**src/verilog/vseq_pkg.sv**
```systemverilog
// Vector sequencer definitions

`default_nettype none

package vseq_pkg;

  ////////////////////////////////////////////////////////////
  // Instruction IDs and vector registers
  ////////////////////////////////////////////////////////////

  // Instructions that can be in flight at once
  localparam int unsigned NR_VINSN = 8;
  typedef logic [$clog2(NR_VINSN)-1:0] vid_t;

  // Architectural vector registers
  localparam int unsigned NR_VREGS = 32;
  typedef logic [$clog2(NR_VREGS)-1:0] vreg_t;

  // Register read by masked instructions
  localparam vreg_t VMASK = 5'd0;

  ////////////////////////////////////////////////////////////
  // Opcodes and execution units
  ////////////////////////////////////////////////////////////

  typedef enum logic [2:0] {
    VADD,
    VSUB,
    VAND,
    VMUL,
    VMACC,
    VLE,
    VSE
  } op_e;

  typedef enum logic [1:0] {
    UNIT_ALU,
    UNIT_MUL,
    UNIT_LD,
    UNIT_ST
  } unit_e;

  localparam int unsigned NR_UNITS = 4;

  // Queue counter wide enough for the deepest queue
  localparam int unsigned CNT_W = 3;

  // Queue depth of each unit indexed by unit_e
  localparam logic [NR_UNITS-1:0][CNT_W-1:0] UNIT_DEPTH = {3'd3, 3'd3, 3'd2, 3'd4};

  // Unit that executes a given opcode
  function automatic unit_e unit_of(op_e op);
    unique case (op)
      VADD, VSUB, VAND: unit_of = UNIT_ALU;
      VMUL, VMACC:      unit_of = UNIT_MUL;
      VLE:              unit_of = UNIT_LD;
      default:          unit_of = UNIT_ST;
    endcase
  endfunction

endpackage

`default_nettype wire
```
**src/verilog/vector_sequencer.sv**
```systemverilog
// Vector sequencer top level

`timescale 1ns/100ps
`default_nettype none

module vector_sequencer (
  input  logic                           clk_i,
  input  logic                           rst_ni,
  // Dispatcher
  input  logic                           req_valid_i,
  input  vseq_pkg::op_e                  req_op_i,
  input  vseq_pkg::vreg_t                req_vd_i,
  input  vseq_pkg::vreg_t                req_vs1_i,
  input  vseq_pkg::vreg_t                req_vs2_i,
  input  logic                           req_use_vd_i,
  input  logic                           req_use_vs1_i,
  input  logic                           req_use_vs2_i,
  input  logic                           req_vm_i,
  output logic                           req_ready_o,
  // Completion strobes
  input  logic [vseq_pkg::NR_VINSN-1:0]  alu_done_i,
  input  logic [vseq_pkg::NR_VINSN-1:0]  mul_done_i,
  input  logic [vseq_pkg::NR_VINSN-1:0]  ld_done_i,
  input  logic [vseq_pkg::NR_VINSN-1:0]  st_done_i,
  // Issue request
  output logic                           pe_req_valid_o,
  output vseq_pkg::vid_t                 pe_id_o,
  output vseq_pkg::op_e                  pe_op_o,
  output vseq_pkg::unit_e                pe_unit_o,
  output vseq_pkg::vreg_t                pe_vd_o,
  output vseq_pkg::vreg_t                pe_vs1_o,
  output vseq_pkg::vreg_t                pe_vs2_o,
  output logic                           pe_vm_o,
  output logic [vseq_pkg::NR_VINSN-1:0]  pe_hazard_vs1_o,
  output logic [vseq_pkg::NR_VINSN-1:0]  pe_hazard_vs2_o,
  output logic [vseq_pkg::NR_VINSN-1:0]  pe_hazard_vm_o,
  output logic [vseq_pkg::NR_VINSN-1:0]  pe_hazard_vd_o,
  // Status
  output logic [vseq_pkg::NR_VINSN-1:0]  running_o,
  output logic                           idle_o
);

  import vseq_pkg::*;

  logic                accept;
  unit_e               accept_unit;
  vid_t                new_id;
  logic [NR_UNITS-1:0] unit_ready;
  vid_t                free_id;
  logic                id_avail;
  logic [NR_VINSN-1:0] done;
  logic [NR_VINSN-1:0] hazard_vs1, hazard_vs2, hazard_vm, hazard_vd;

  // Idle when nothing is in flight
  assign idle_o = ~|running_o;

  vreg_scoreboard i_vreg_scoreboard (
    .clk_i        (clk_i),
    .rst_ni       (rst_ni),
    .accept_i     (accept),
    .new_id_i     (new_id),
    .req_vd_i     (req_vd_i),
    .req_vs1_i    (req_vs1_i),
    .req_vs2_i    (req_vs2_i),
    .req_use_vd_i (req_use_vd_i),
    .req_use_vs1_i(req_use_vs1_i),
    .req_use_vs2_i(req_use_vs2_i),
    .req_vm_i     (req_vm_i),
    .running_i    (running_o),
    .done_i       (done),
    .hazard_vs1_o (hazard_vs1),
    .hazard_vs2_o (hazard_vs2),
    .hazard_vm_o  (hazard_vm),
    .hazard_vd_o  (hazard_vd)
  );

  unit_tracker i_unit_tracker (
    .clk_i        (clk_i),
    .rst_ni       (rst_ni),
    .accept_i     (accept),
    .accept_unit_i(accept_unit),
    .new_id_i     (new_id),
    .alu_done_i   (alu_done_i),
    .mul_done_i   (mul_done_i),
    .ld_done_i    (ld_done_i),
    .st_done_i    (st_done_i),
    .unit_ready_o (unit_ready),
    .free_id_o    (free_id),
    .id_avail_o   (id_avail),
    .running_o    (running_o),
    .done_o       (done)
  );

  issue_ctrl i_issue_ctrl (
    .clk_i          (clk_i),
    .rst_ni         (rst_ni),
    .req_valid_i    (req_valid_i),
    .req_op_i       (req_op_i),
    .req_vd_i       (req_vd_i),
    .req_vs1_i      (req_vs1_i),
    .req_vs2_i      (req_vs2_i),
    .req_vm_i       (req_vm_i),
    .req_ready_o    (req_ready_o),
    .unit_ready_i   (unit_ready),
    .free_id_i      (free_id),
    .id_avail_i     (id_avail),
    .hazard_vs1_i   (hazard_vs1),
    .hazard_vs2_i   (hazard_vs2),
    .hazard_vm_i    (hazard_vm),
    .hazard_vd_i    (hazard_vd),
    .accept_o       (accept),
    .accept_unit_o  (accept_unit),
    .new_id_o       (new_id),
    .pe_req_valid_o (pe_req_valid_o),
    .pe_id_o        (pe_id_o),
    .pe_op_o        (pe_op_o),
    .pe_unit_o      (pe_unit_o),
    .pe_vd_o        (pe_vd_o),
    .pe_vs1_o       (pe_vs1_o),
    .pe_vs2_o       (pe_vs2_o),
    .pe_vm_o        (pe_vm_o),
    .pe_hazard_vs1_o(pe_hazard_vs1_o),
    .pe_hazard_vs2_o(pe_hazard_vs2_o),
    .pe_hazard_vm_o (pe_hazard_vm_o),
    .pe_hazard_vd_o (pe_hazard_vd_o)
  );

endmodule

`default_nettype wire

```
**src/verilog/issue_ctrl.sv**
```systemverilog
// Issue controller

`timescale 1ns/100ps
`default_nettype none

module issue_ctrl (
  input  logic                           clk_i,
  input  logic                           rst_ni,
  // Dispatcher
  input  logic                           req_valid_i,
  input  vseq_pkg::op_e                  req_op_i,
  input  vseq_pkg::vreg_t                req_vd_i,
  input  vseq_pkg::vreg_t                req_vs1_i,
  input  vseq_pkg::vreg_t                req_vs2_i,
  input  logic                           req_vm_i,
  output logic                           req_ready_o,
  // Unit tracker
  input  logic [vseq_pkg::NR_UNITS-1:0]  unit_ready_i,
  input  vseq_pkg::vid_t                 free_id_i,
  input  logic                           id_avail_i,
  // Scoreboard
  input  logic [vseq_pkg::NR_VINSN-1:0]  hazard_vs1_i,
  input  logic [vseq_pkg::NR_VINSN-1:0]  hazard_vs2_i,
  input  logic [vseq_pkg::NR_VINSN-1:0]  hazard_vm_i,
  input  logic [vseq_pkg::NR_VINSN-1:0]  hazard_vd_i,
  // Accept towards tracker and scoreboard
  output logic                           accept_o,
  output vseq_pkg::unit_e                accept_unit_o,
  output vseq_pkg::vid_t                 new_id_o,
  // Issue request to the execution units
  output logic                           pe_req_valid_o,
  output vseq_pkg::vid_t                 pe_id_o,
  output vseq_pkg::op_e                  pe_op_o,
  output vseq_pkg::unit_e                pe_unit_o,
  output vseq_pkg::vreg_t                pe_vd_o,
  output vseq_pkg::vreg_t                pe_vs1_o,
  output vseq_pkg::vreg_t                pe_vs2_o,
  output logic                           pe_vm_o,
  output logic [vseq_pkg::NR_VINSN-1:0]  pe_hazard_vs1_o,
  output logic [vseq_pkg::NR_VINSN-1:0]  pe_hazard_vs2_o,
  output logic [vseq_pkg::NR_VINSN-1:0]  pe_hazard_vm_o,
  output logic [vseq_pkg::NR_VINSN-1:0]  pe_hazard_vd_o
);

  import vseq_pkg::*;

  ////////////////////////////////////////////////////////////
  // Accept decision
  ////////////////////////////////////////////////////////////

  unit_e target_unit;

  assign target_unit = unit_of(req_op_i);

  // Needs room in the target queue and a free ID
  // Hazards never hold the dispatcher back
  // No transfer while the previous request is on the bus
  assign req_ready_o = unit_ready_i[target_unit] & id_avail_i & ~pe_req_valid_o;

  assign accept_o      = req_valid_i & req_ready_o;
  assign accept_unit_o = target_unit;
  assign new_id_o      = free_id_i;

  ////////////////////////////////////////////////////////////
  // Issue register
  ////////////////////////////////////////////////////////////

  always_ff @(posedge clk_i or negedge rst_ni) begin
    if (!rst_ni) begin
      pe_req_valid_o <= 1'b0;
    end else begin
      pe_req_valid_o <= accept_o;
    end
  end

  // Request payload captured on a transfer
  always_ff @(posedge clk_i) begin
    if (accept_o) begin
      pe_id_o         <= free_id_i;
      pe_op_o         <= req_op_i;
      pe_unit_o       <= target_unit;
      pe_vd_o         <= req_vd_i;
      pe_vs1_o        <= req_vs1_i;
      pe_vs2_o        <= req_vs2_i;
      pe_vm_o         <= req_vm_i;
      pe_hazard_vs1_o <= hazard_vs1_i;
      pe_hazard_vs2_o <= hazard_vs2_i;
      pe_hazard_vm_o  <= hazard_vm_i;
      pe_hazard_vd_o  <= hazard_vd_i;
    end
  end

endmodule

`default_nettype wire

```
**src/verilog/unit_tracker.sv**
```systemverilog
// Execution unit tracker

`timescale 1ns/100ps
`default_nettype none

module unit_tracker (
  input  logic                           clk_i,
  input  logic                           rst_ni,
  // New instruction from the issue controller
  input  logic                           accept_i,
  input  vseq_pkg::unit_e                accept_unit_i,
  input  vseq_pkg::vid_t                 new_id_i,
  // Completion strobes of the units
  input  logic [vseq_pkg::NR_VINSN-1:0]  alu_done_i,
  input  logic [vseq_pkg::NR_VINSN-1:0]  mul_done_i,
  input  logic [vseq_pkg::NR_VINSN-1:0]  ld_done_i,
  input  logic [vseq_pkg::NR_VINSN-1:0]  st_done_i,
  // Status
  output logic [vseq_pkg::NR_UNITS-1:0]  unit_ready_o,
  output vseq_pkg::vid_t                 free_id_o,
  output logic                           id_avail_o,
  output logic [vseq_pkg::NR_VINSN-1:0]  running_o,
  output logic [vseq_pkg::NR_VINSN-1:0]  done_o
);

  import vseq_pkg::*;

  // Done strobes indexed by unit
  logic [NR_VINSN-1:0] unit_done [NR_UNITS];

  assign unit_done[UNIT_ALU] = alu_done_i;
  assign unit_done[UNIT_MUL] = mul_done_i;
  assign unit_done[UNIT_LD]  = ld_done_i;
  assign unit_done[UNIT_ST]  = st_done_i;

  // Any ID finishing this cycle
  assign done_o = alu_done_i | mul_done_i | ld_done_i | st_done_i;

  ////////////////////////////////////////////////////////////
  // Per-unit state
  ////////////////////////////////////////////////////////////

  logic [NR_VINSN-1:0] run_q [NR_UNITS];
  logic [NR_VINSN-1:0] run_d [NR_UNITS];
  logic [CNT_W-1:0]    cnt_q [NR_UNITS];
  logic [CNT_W-1:0]    cnt_d [NR_UNITS];
  logic [NR_UNITS-1:0] cnt_up, cnt_down;

  for (genvar u = 0; u < NR_UNITS; u++) begin : g_unit
    // Count up on an accept for this unit
    assign cnt_up[u]       = accept_i & (accept_unit_i == unit_e'(u));
    // Count down on any completion of this unit
    assign cnt_down[u]     = |unit_done[u];
    // Room left in the unit queue
    assign unit_ready_o[u] = cnt_q[u] < UNIT_DEPTH[u];
  end

  always_comb begin
    for (int u = 0; u < NR_UNITS; u++) begin
      run_d[u] = run_q[u] & ~unit_done[u];
      if (cnt_up[u]) begin
        run_d[u][new_id_i] = 1'b1;
      end

      // Accept and done together cancel out
      cnt_d[u] = cnt_q[u];
      if (cnt_up[u] && !cnt_down[u]) begin
        cnt_d[u] = cnt_q[u] + CNT_W'(1);
      end else if (!cnt_up[u] && cnt_down[u]) begin
        cnt_d[u] = cnt_q[u] - CNT_W'(1);
      end
    end
  end

  always_ff @(posedge clk_i or negedge rst_ni) begin
    if (!rst_ni) begin
      for (int u = 0; u < NR_UNITS; u++) begin
        run_q[u] <= '0;
        cnt_q[u] <= '0;
      end
    end else begin
      for (int u = 0; u < NR_UNITS; u++) begin
        run_q[u] <= run_d[u];
        cnt_q[u] <= cnt_d[u];
      end
    end
  end

  ////////////////////////////////////////////////////////////
  // Running set and free ID
  ////////////////////////////////////////////////////////////

  always_comb begin
    running_o = '0;
    for (int u = 0; u < NR_UNITS; u++) begin
      running_o |= run_q[u];
    end
  end

  // Lowest free ID wins, so scan from the top down
  always_comb begin
    free_id_o = '0;
    for (int i = NR_VINSN - 1; i >= 0; i--) begin
      if (!running_o[i]) begin
        free_id_o = vid_t'(i);
      end
    end
  end

  assign id_avail_o = ~&running_o;

endmodule

`default_nettype wire

```
**src/verilog/vreg_scoreboard.sv**
```systemverilog
// Vector register scoreboard

`timescale 1ns/100ps
`default_nettype none

module vreg_scoreboard (
  input  logic                           clk_i,
  input  logic                           rst_ni,
  // New instruction from the issue controller
  input  logic                           accept_i,
  input  vseq_pkg::vid_t                 new_id_i,
  input  vseq_pkg::vreg_t                req_vd_i,
  input  vseq_pkg::vreg_t                req_vs1_i,
  input  vseq_pkg::vreg_t                req_vs2_i,
  input  logic                           req_use_vd_i,
  input  logic                           req_use_vs1_i,
  input  logic                           req_use_vs2_i,
  input  logic                           req_vm_i,
  // Instruction state from the unit tracker
  input  logic [vseq_pkg::NR_VINSN-1:0]  running_i,
  input  logic [vseq_pkg::NR_VINSN-1:0]  done_i,
  // Hazard bitmaps of the incoming request
  output logic [vseq_pkg::NR_VINSN-1:0]  hazard_vs1_o,
  output logic [vseq_pkg::NR_VINSN-1:0]  hazard_vs2_o,
  output logic [vseq_pkg::NR_VINSN-1:0]  hazard_vm_o,
  output logic [vseq_pkg::NR_VINSN-1:0]  hazard_vd_o
);

  import vseq_pkg::*;

  ////////////////////////////////////////////////////////////
  // Reader and writer lists
  ////////////////////////////////////////////////////////////

  // Last reader and last writer of every register
  vid_t                rd_id_q [NR_VREGS];
  vid_t                wr_id_q [NR_VREGS];
  logic [NR_VREGS-1:0] rd_valid_q, rd_valid_d;
  logic [NR_VREGS-1:0] wr_valid_q, wr_valid_d;

  // Entries that still point at an instruction in flight
  logic [NR_VREGS-1:0] rd_live, wr_live;

  always_comb begin
    for (int v = 0; v < NR_VREGS; v++) begin
      // An ID finishing this cycle no longer counts
      rd_live[v] = rd_valid_q[v] & running_i[rd_id_q[v]] & ~done_i[rd_id_q[v]];
      wr_live[v] = wr_valid_q[v] & running_i[wr_id_q[v]] & ~done_i[wr_id_q[v]];
    end
  end

  ////////////////////////////////////////////////////////////
  // Hazard bitmaps
  ////////////////////////////////////////////////////////////

  always_comb begin
    hazard_vs1_o = '0;
    hazard_vs2_o = '0;
    hazard_vm_o  = '0;
    hazard_vd_o  = '0;

    // RAW on the sources and on the mask
    if (req_use_vs1_i && wr_live[req_vs1_i]) begin
      hazard_vs1_o[wr_id_q[req_vs1_i]] = 1'b1;
    end
    if (req_use_vs2_i && wr_live[req_vs2_i]) begin
      hazard_vs2_o[wr_id_q[req_vs2_i]] = 1'b1;
    end
    if (!req_vm_i && wr_live[VMASK]) begin
      hazard_vm_o[wr_id_q[VMASK]] = 1'b1;
    end

    // WAR against the last reader of the destination
    if (req_use_vd_i && rd_live[req_vd_i]) begin
      hazard_vs1_o[rd_id_q[req_vd_i]] = 1'b1;
      hazard_vs2_o[rd_id_q[req_vd_i]] = 1'b1;
      hazard_vm_o[rd_id_q[req_vd_i]]  = 1'b1;
    end

    // WAW on the destination
    if (req_use_vd_i && wr_live[req_vd_i]) begin
      hazard_vd_o[wr_id_q[req_vd_i]] = 1'b1;
    end
  end

  ////////////////////////////////////////////////////////////
  // List update
  ////////////////////////////////////////////////////////////

  always_comb begin
    // Drop entries of finished instructions
    rd_valid_d = rd_live;
    wr_valid_d = wr_live;

    // The accepted instruction takes over its registers
    if (accept_i) begin
      if (req_use_vd_i)  wr_valid_d[req_vd_i]  = 1'b1;
      if (req_use_vs1_i) rd_valid_d[req_vs1_i] = 1'b1;
      if (req_use_vs2_i) rd_valid_d[req_vs2_i] = 1'b1;
      if (!req_vm_i)     rd_valid_d[VMASK]     = 1'b1;
    end
  end

  always_ff @(posedge clk_i or negedge rst_ni) begin
    if (!rst_ni) begin
      rd_valid_q <= '0;
      wr_valid_q <= '0;
    end else begin
      rd_valid_q <= rd_valid_d;
      wr_valid_q <= wr_valid_d;
    end
  end

  // Owner IDs of the list entries
  always_ff @(posedge clk_i) begin
    if (accept_i) begin
      if (req_use_vd_i)  wr_id_q[req_vd_i]  <= new_id_i;
      if (req_use_vs1_i) rd_id_q[req_vs1_i] <= new_id_i;
      if (req_use_vs2_i) rd_id_q[req_vs2_i] <= new_id_i;
      if (!req_vm_i)     rd_id_q[VMASK]     <= new_id_i;
    end
  end

endmodule

`default_nettype wire

```
**config.mk**
```make
export PLATFORM = sky130hd
export DESIGN_NAME = vector_sequencer
export DESIGN_NICKNAME = d
export VERILOG_FILES = /design/src/verilog/vseq_pkg.sv /design/src/verilog/vector_sequencer.sv /design/src/verilog/issue_ctrl.sv /design/src/verilog/unit_tracker.sv /design/src/verilog/vreg_scoreboard.sv
export SDC_FILE = /design/constraint.sdc
export NUM_CORES = 1
export LEC_CHECK = 0
export BUFFER_PORTS_ARGS = -buffer_cell sky130_fd_sc_hd__clkbuf_2
export CAP_MARGIN = 20
export CORE_ASPECT_RATIO = 0.75
export CORE_MARGIN = 3
export CORE_UTILIZATION = 58
export CTS_BUF_LIST = sky130_fd_sc_hd__clkbuf_4 sky130_fd_sc_hd__clkbuf_8
export CTS_CLUSTER_SIZE = 28
export DETAILED_ROUTE_END_ITERATION = 8
export PLACE_DENSITY = 0.86
export SKIP_CTS_REPAIR_TIMING = 1
export SYNTH_ARGS = -nofsm -noshare
export SYNTH_HDL_FRONTEND = slang
export SYNTH_HIERARCHICAL = 1
export SYNTH_SLANG_ARGS = --single-unit
```
**constraint.sdc**
```tcl
create_clock -name clk_i -period 7.3 [get_ports clk_i]
set_input_delay 1.46 -clock clk_i [delete_from_list [all_inputs] [get_ports clk_i]]
set_output_delay 1.46 -clock clk_i [all_outputs]
set_load 0.01 [all_outputs]
```
## Word level (Yosys, flattened, before mapping)

Memory sizes are Yosys's and may differ from the RTL's.
Index checks and enable logic that the tools add are counted.

- Register bits: 165
- Bits in writable memories: 192
- Bits of input ports: 57
- Logic and storage cells: 728
- Memories: 2

Memory list:

| name | depth | bits a word | rd ports | clocked after Yosys merged registers in | write ports | RTL line | RTL |
|---|---|---|---|---|---|---|---|
| i_vreg_scoreboard.rd_id_q | 32 | 3 | 33 | 0 | 3 | vreg_scoreboard.sv:36 | `vid_t rd_id_q [NR_VREGS];` |
| i_vreg_scoreboard.wr_id_q | 32 | 3 | 35 | 0 | 1 | vreg_scoreboard.sv:37 | `vid_t wr_id_q [NR_VREGS];` |

- Add/sub/neg operators: 8
- $lt $le $gt $ge: 87
- Eq/ne operators: 8
- Multiplexer cells: 330
- Bitwise operators: 224
- Reduce and logical (&&, ||, !) cells: 47

Operator list:

| operator | number |
|---|---|
| binary-select mux 1 bit (select 3 bit) | 128 |
| less-than comparator 3 x 4 -> 1 bit, second input constant | 70 |
| two-way mux 32 bit | 6 |
| two-way mux 1 bit | 155 |
| AND 1 bit | 135 |
| OR 8 bit | 13 |
| OR 32 bit | 3 |
| two-way mux 8 bit | 10 |
| inverter 1 bit | 65 |
| two-way mux 3 bit | 16 |
| OR reduction 8 bit | 5 |
| AND 8 bit | 4 |
| inverter 8 bit | 4 |
| logical AND 1 bit | 22 |
| binary-select mux 1 bit (select 5 bit) | 4 |
| demux 1 bit (select 3 bit) | 6 |
| >= comparator 3 x 1 -> 1 bit, second input constant | 6 |
| less-than comparator 5 x 6 -> 1 bit, second input constant | 3 |
| demux 1 bit (select 5 bit) | 3 |
| >= comparator 5 x 1 -> 1 bit, second input constant | 3 |
| adder 3 x 1 -> 3 bit, second input constant | 4 |
| subtractor 3 x 1 -> 3 bit, second input constant | 4 |
| logical NOT 1 bit | 11 |
| less-than comparator 3 x 2 -> 1 bit, second input constant | 3 |
| 15 further kinds | 21 |

## Depth between registers and ports, before layout

- Depth after elaboration: 17
- Gate-level depth with buffers: 16
- Gate-level depth less buffers: 15

## Cells and area by module

The synthesis kept the hierarchy.

By module, submodules not included:

| module | instances | cells an instance | area an instance (µm²) |
|---|---|---|---|
| vreg_scoreboard | 1 | 1376 | 17772.0 |
| unit_tracker | 1 | 205 | 2153.3 |
| issue_ctrl | 1 | 72 | 1828.0 |
| vector_sequencer | 1 | 3 | 18.8 |

## Least setup slack after synthesis

OpenSTA, ideal clock, no wires.

- Path kind: in2reg
- Start: input port req_op_i[2]
- End: register i_unit_tracker/cnt_q[5] (netlist bit)
- Arrival time: 8309 ps
- Slack: -1088 ps
- Cell stages on the path: 11
- Buffers on the path: 0
- Cell sequence: nor4b_1 or3_1 nor3_1 nand3b_1 inv_1 ha_1 inv_1 fa_1 xor2_1 nor2_1 xor2_1

- Cells in the longest elaborated chain, start to end: 12

Ends and longest elaborated chain:

| item | RTL line | RTL |
|---|---|---|
| start: declaration | vector_sequencer.sv:11 | `input vseq_pkg::op_e req_op_i,` |
| equality test 3 x 1 -> 1 bit, or another cell as far along | vseq_pkg.sv:53 | `unique case (op)` |
| OR reduction 3 bit or OR reduction 2 bit (tied branches) | vseq_pkg.sv:53 |  |
| case mux 2 bit (3 select lines) (*) | vseq_pkg.sv:53 |  |
| binary-select mux 1 bit (select 2 bit) (*) | issue_ctrl.sv:58 | `assign req_ready_o = unit_ready_i[target_unit] & id_avail_i & ~pe_req_valid_o;` |
| two-way mux 1 bit (implied by the code) (*) | issue_ctrl.sv:58 |  |
| AND 1 bit (*) (2 in series) | issue_ctrl.sv:58 |  |
| AND 1 bit (*) | issue_ctrl.sv:60 | `assign accept_o = req_valid_i & req_ready_o;` |
| named net accept | vector_sequencer.sv:45 | `logic accept;` |
| AND 1 bit (*) | unit_tracker.sv:51 | `assign cnt_up[u] = accept_i & (accept_unit_i == unit_e'(u));` |
| logical NOT 1 bit | unit_tracker.sv:69 | `end else if (!cnt_up[u] && cnt_down[u]) begin` |
| logical AND 1 bit | unit_tracker.sv:69 |  |
| nonzero test 2 bit (no line) | - |  |
| end signal: indexed assignment | unit_tracker.sv:84 | `cnt_q[u] <= cnt_d[u];` |
| end: declaration | unit_tracker.sv:45 | `logic [CNT_W-1:0] cnt_q [NR_UNITS];` |

Mark *: on every way through the listed nets, which the timed path passes. The rest lies on a longest branch. The select of a mux whose other input is x is not followed.
A chain may end at the register's enable or synchronous reset.

## Worst setup path after layout

- Start: input port mul_done_i[5] (netlist bit)
- End: register i_issue_ctrl/pe_hazard_vs2_o[0] (netlist bit), data pin

- Cells in the longest elaborated chain, start to end: 13

Ends and longest elaborated chain:

| item | RTL line | RTL |
|---|---|---|
| start: declaration | vector_sequencer.sv:22 | `input logic [vseq_pkg::NR_VINSN-1:0] mul_done_i,` |
| OR 8 bit (*) (3 in series) | unit_tracker.sv:37 | `assign done_o = alu_done_i \| mul_done_i \| ld_done_i \| st_done_i;` |
| named net done[5] | vector_sequencer.sv:51 | `logic [NR_VINSN-1:0] done;` |
| binary-select mux 1 bit (select 3 bit) | vreg_scoreboard.sv:48 | `wr_live[v] = wr_valid_q[v] & running_i[wr_id_q[v]] & ~done_i[wr_id_q[v]];` |
| two-way mux 1 bit (implied by the code) | vreg_scoreboard.sv:48 |  |
| inverter 1 bit | vreg_scoreboard.sv:48 |  |
| AND 1 bit | vreg_scoreboard.sv:48 |  |
| binary-select mux 1 bit (select 5 bit) | vreg_scoreboard.sv:66 | `if (req_use_vs2_i && wr_live[req_vs2_i]) begin` |
| two-way mux 1 bit (implied by the code) | vreg_scoreboard.sv:66 |  |
| logical AND 1 bit | vreg_scoreboard.sv:66 |  |
| two-way mux 8 bit | vreg_scoreboard.sv:66 |  |
| OR 8 bit (no line) | - |  |
| two-way mux 8 bit (*) | vreg_scoreboard.sv:74 | `if (req_use_vd_i && rd_live[req_vd_i]) begin` |
| named net hazard_vs2[0] | vector_sequencer.sv:52 | `logic [NR_VINSN-1:0] hazard_vs1, hazard_vs2, hazard_vm, hazard_vd;` |
| end signal: assignment | issue_ctrl.sv:87 | `pe_hazard_vs2_o <= hazard_vs2_i;` |
| end: declaration | issue_ctrl.sv:40 | `output logic [vseq_pkg::NR_VINSN-1:0] pe_hazard_vs2_o,` |

Marked as above.

==> results.yml <==
routing:
  via_count: 18000
  antenna_left: 0
  routed_via_density: 7.85
  wl_um: 75900
  dr.pass1.iters: 7
  drt-initial-drc-count: 3654
  drc_errors: 0
  avgRoutedWirePerCell_um: 33.1
timing:
  setup_viol: 0
  rsz0062_at_grt: "no"
  hold_violations: 0
  maxSlewHeadroom_pct: 14.8
  tns_ns: 0
  fin_skew_ns: 0.0260
  fin_crit_ns: 5.49
  tightest_slew_ns: 1.28
  drv_slew: 0
  period_share_pct: 75.1
  timing.fmax_mhz: 182
placed_design:
  hpwl_um: 51700
  dp.cells: 2190
  gp_congestion: 1.10
  io_buffers: 123
global_route:
  grt_usage_pct: 37.8
  first_global_vias: 17700
  grt_max_degree: 59
  grt_overflow: 0
  grt_pass1_wl_um: 113000
  antenna_found_initial: 2
finish:
  synthToLayoutAreaGrowth_pct: 10.5
  stdcell_count: 2294
  diodes: 0
  layout.nets: 1816
  drive_gt1_share_pct: 31.1
  fill_cells: 2570
clock_network:
  cts_buffers: 55
  clockBufferDepth: 3
  root_buffer: "clkbuf_8"
  cts_sinks: 357
  h-tree-depth: 2
  clk_pin_slew_ns: 0.06
  cts_tree: "yes"
  clock_latency_ns: 0.64
yosys:
  ys_seq_area_share_pct: 46.7
  synth_area_mm2: 0.0218
  netlist_instances: 1656
  synth-warning-count: 6
  synth_edf_count: 248
  yosysMostFrequentCell: "edfxtp_1"
  netlist_top_cells_count: "248 x edfxtp_1, 218 x mux4_2, 109 x dfrtp_1"
  yosysTopAreaCell: "edfxtp_1"
  synthArstFlopShare_pct: 30.5
  syn_nets: 1721
  synth_seq_cells: 357
  synthTopCellsByArea: "edfxtp_1 34%, mux4_2 23%, dfrtp_1 13%, o22ai_1 3.1%, nand2_1 1.8%"
  syn_area_per_cell_um2: 13.1
  synth_top_area_share_pct: 34.2
  synth_ff_type: "edfxtp_1"
  yosysUniqueCellTypes: 88
hold_path:
  whs_endpoint: "i_unit_tracker/cnt_q[8]"
  hold_class: "register to register"
  hold_depth: 1
  hp-start: "i_unit_tracker/cnt_q[8]"
floorplan:
  initial_core_util_pct: 59.8
  ioPinCount: 124
  die_x_um: 230
  num_rows: 60
  die_height_um: 174
  die_area_mm2: 0.0399
  core_area_mm2: 0.0364
setup_path:
  crit_required_ns: 7.80
  crit_buf_inv: 2
  reg2regPathDepth: 11
  critical_path_class: "input port to register"
  crit_path_end_kind: "register"
  reg2reg_to: "i_issue_ctrl/pe_hazard_vs2_o[6]"
  cp.arrival_ns: 5.99
  cp_top_family: "simple AND/OR/NAND/NOR gates"
  cp_max_fo: 23
  crit_chain: "clkbuf_2 > or4_1 > nand2b_2 > buf_4 > mux4_2 > o22ai_1 > mux2i_1 > a32oi_1 > nand3b_1 > nor4_1 > a21o_1"
  crit_path_start_kind: "input port"
  reg2reg_from: "i_unit_tracker/run_q[20]"
  slowest_delay_ns: 0.83
  critPathSlowestCell: "nor4_1"
  r2r_slack_ns: 2.70
run:
  maxCapViolations: 0
pwr:
  pwr-share-clk_pct: 37.2
  combinationalPowerShare_pct: 16.8
  switchingPower_mw: 1.53
  power_mw: 5.32
  p_int_mw: 3.79
  seq_power_share_pct: 46.0
  cellPowerDensity_mw_per_mm2: 221
  ir_drop_v: 0.000497
  swShare_pct: 28.8
  p_leak_nw: 8.38
run_status:
  outcome: "finished, final reports clean"
-- worst max-delay path by stage --
stage / start / to / slack [ns] / depth (start not counted)
5_1_grt: mul_done_i[4] / i_issue_ctrl/pe_hazard_vs2_o[3] / 1.79 / 11
4_1_cts: mul_done_i[7] / i_issue_ctrl/pe_hazard_vm_o[6] / 2.06 / 11
3_3_place_gp: mul_done_i[5] / i_issue_ctrl/pe_hazard_vs2_o[1] / 1.45 / 11
6_report: mul_done_i[5] / i_issue_ctrl/pe_hazard_vs2_o[0] / 1.81 / 11
2_1_floorplan: req_op_i[2] / i_unit_tracker/cnt_q[5] / 1.01 / 11
3_5_place_dp: mul_done_i[7] / i_issue_ctrl/pe_hazard_vs2_o[6] / 1.40 / 11
-- layout by cell type, fill, tap and decap left out, types with 43 or more instances in the layout --
cell type and n:
edfxtp_1 248, mux4_2 218, clkbuf_2 120, dfrtp_1 109, o22ai_1 107, nand2_1 104, nor2_1 96, clkbuf_8 60
inv_1 57, nand2b_1 49, or2_2 43
-- routing by layer --
metal,global-route usage (%),vias up,wire length [um]
met5,0,-,14
met3,14.8,383,13300
met2,54.7,1952,32300
li1,-,6922,-
met1,51.9,8745,26100
met4,15.5,2,4270
-- final cells by class --
cell class                      instances  area [um2]  area share (%)
Multi-Input combinational cell       1125       10900            45.2
Clock inverter                         31         378            1.57
Tap cell                              496         621            2.58
Sequential cell                       357       10200            42.3
Inverter                               57         214           0.890
Timing Repair Buffer                  155         861            3.58
Clock buffer                           73         923            3.84
-- power by group through the flow --
stage	combinational (mW)	sequential [mW]	clock (mW)
after floorplan	0.490	2.50	0
after global placement	0.833	2.48	0
after detailed placement	0.860	2.49	0
after CTS	0.863	2.45	1.99
after global routing	0.935	2.46	2.09
final	0.891	2.45	1.98
-- cells by family after synthesis --
group / share of synthesized area [%]
and+or+nand+nor: 14.8
DFF: 46.7
muxes: 23.5
adders and majority gates: 0.598
AOI/OAI and AO/OA: 10.4
xor gates and xnor gates: 0.483
buffers and inverters: 3.48
-- worst reg2reg max path, delay by kind of cell, from the launching register on --
kind,cells,cell delay [ns]
mux,2,0.38
simple gates,6,2.70
compound gates,1,0.13
buf+inv,2,0.76
flops,1,0.37
-- flip-flops by register name, summed over array words and instances (netlist names), 8 cells and up --
| name | count |
|---|---|
| i_vreg_scoreboard/wr_valid_q | 32 |
| i_issue_ctrl/pe_hazard_vs2_o | 8 |
| i_vreg_scoreboard/rd_id_q | 96 |
| i_vreg_scoreboard/rd_valid_q | 32 |
| i_unit_tracker/cnt_q | 12 |
| i_unit_tracker/run_q | 32 |
| i_issue_ctrl/pe_hazard_vs1_o | 8 |
| i_issue_ctrl/pe_hazard_vm_o | 8 |
| i_issue_ctrl/pe_hazard_vd_o | 8 |
| i_vreg_scoreboard/wr_id_q | 96 |
-- metrics by stage --
| stage | util, % | setup WS, ns | hold WS (ns) | area [um2] |
|---|---|---|---|---|
| after detailed placement | 62.5 | 1.40 | 0.457 | 22800 |
| after global routing | 66.1 | 1.79 | 0.487 | 24100 |
| after CTS | 66.1 | 2.06 | 0.473 | 24100 |
| final | 66.1 | 1.81 | 0.478 | 24100 |
| after global placement | 62.5 | 1.45 | 0.457 | 22800 |
| after floorplan | - | 1.01 | 0.441 | 21800 |
Note: power is estimated with default switching activity, not from simulation.
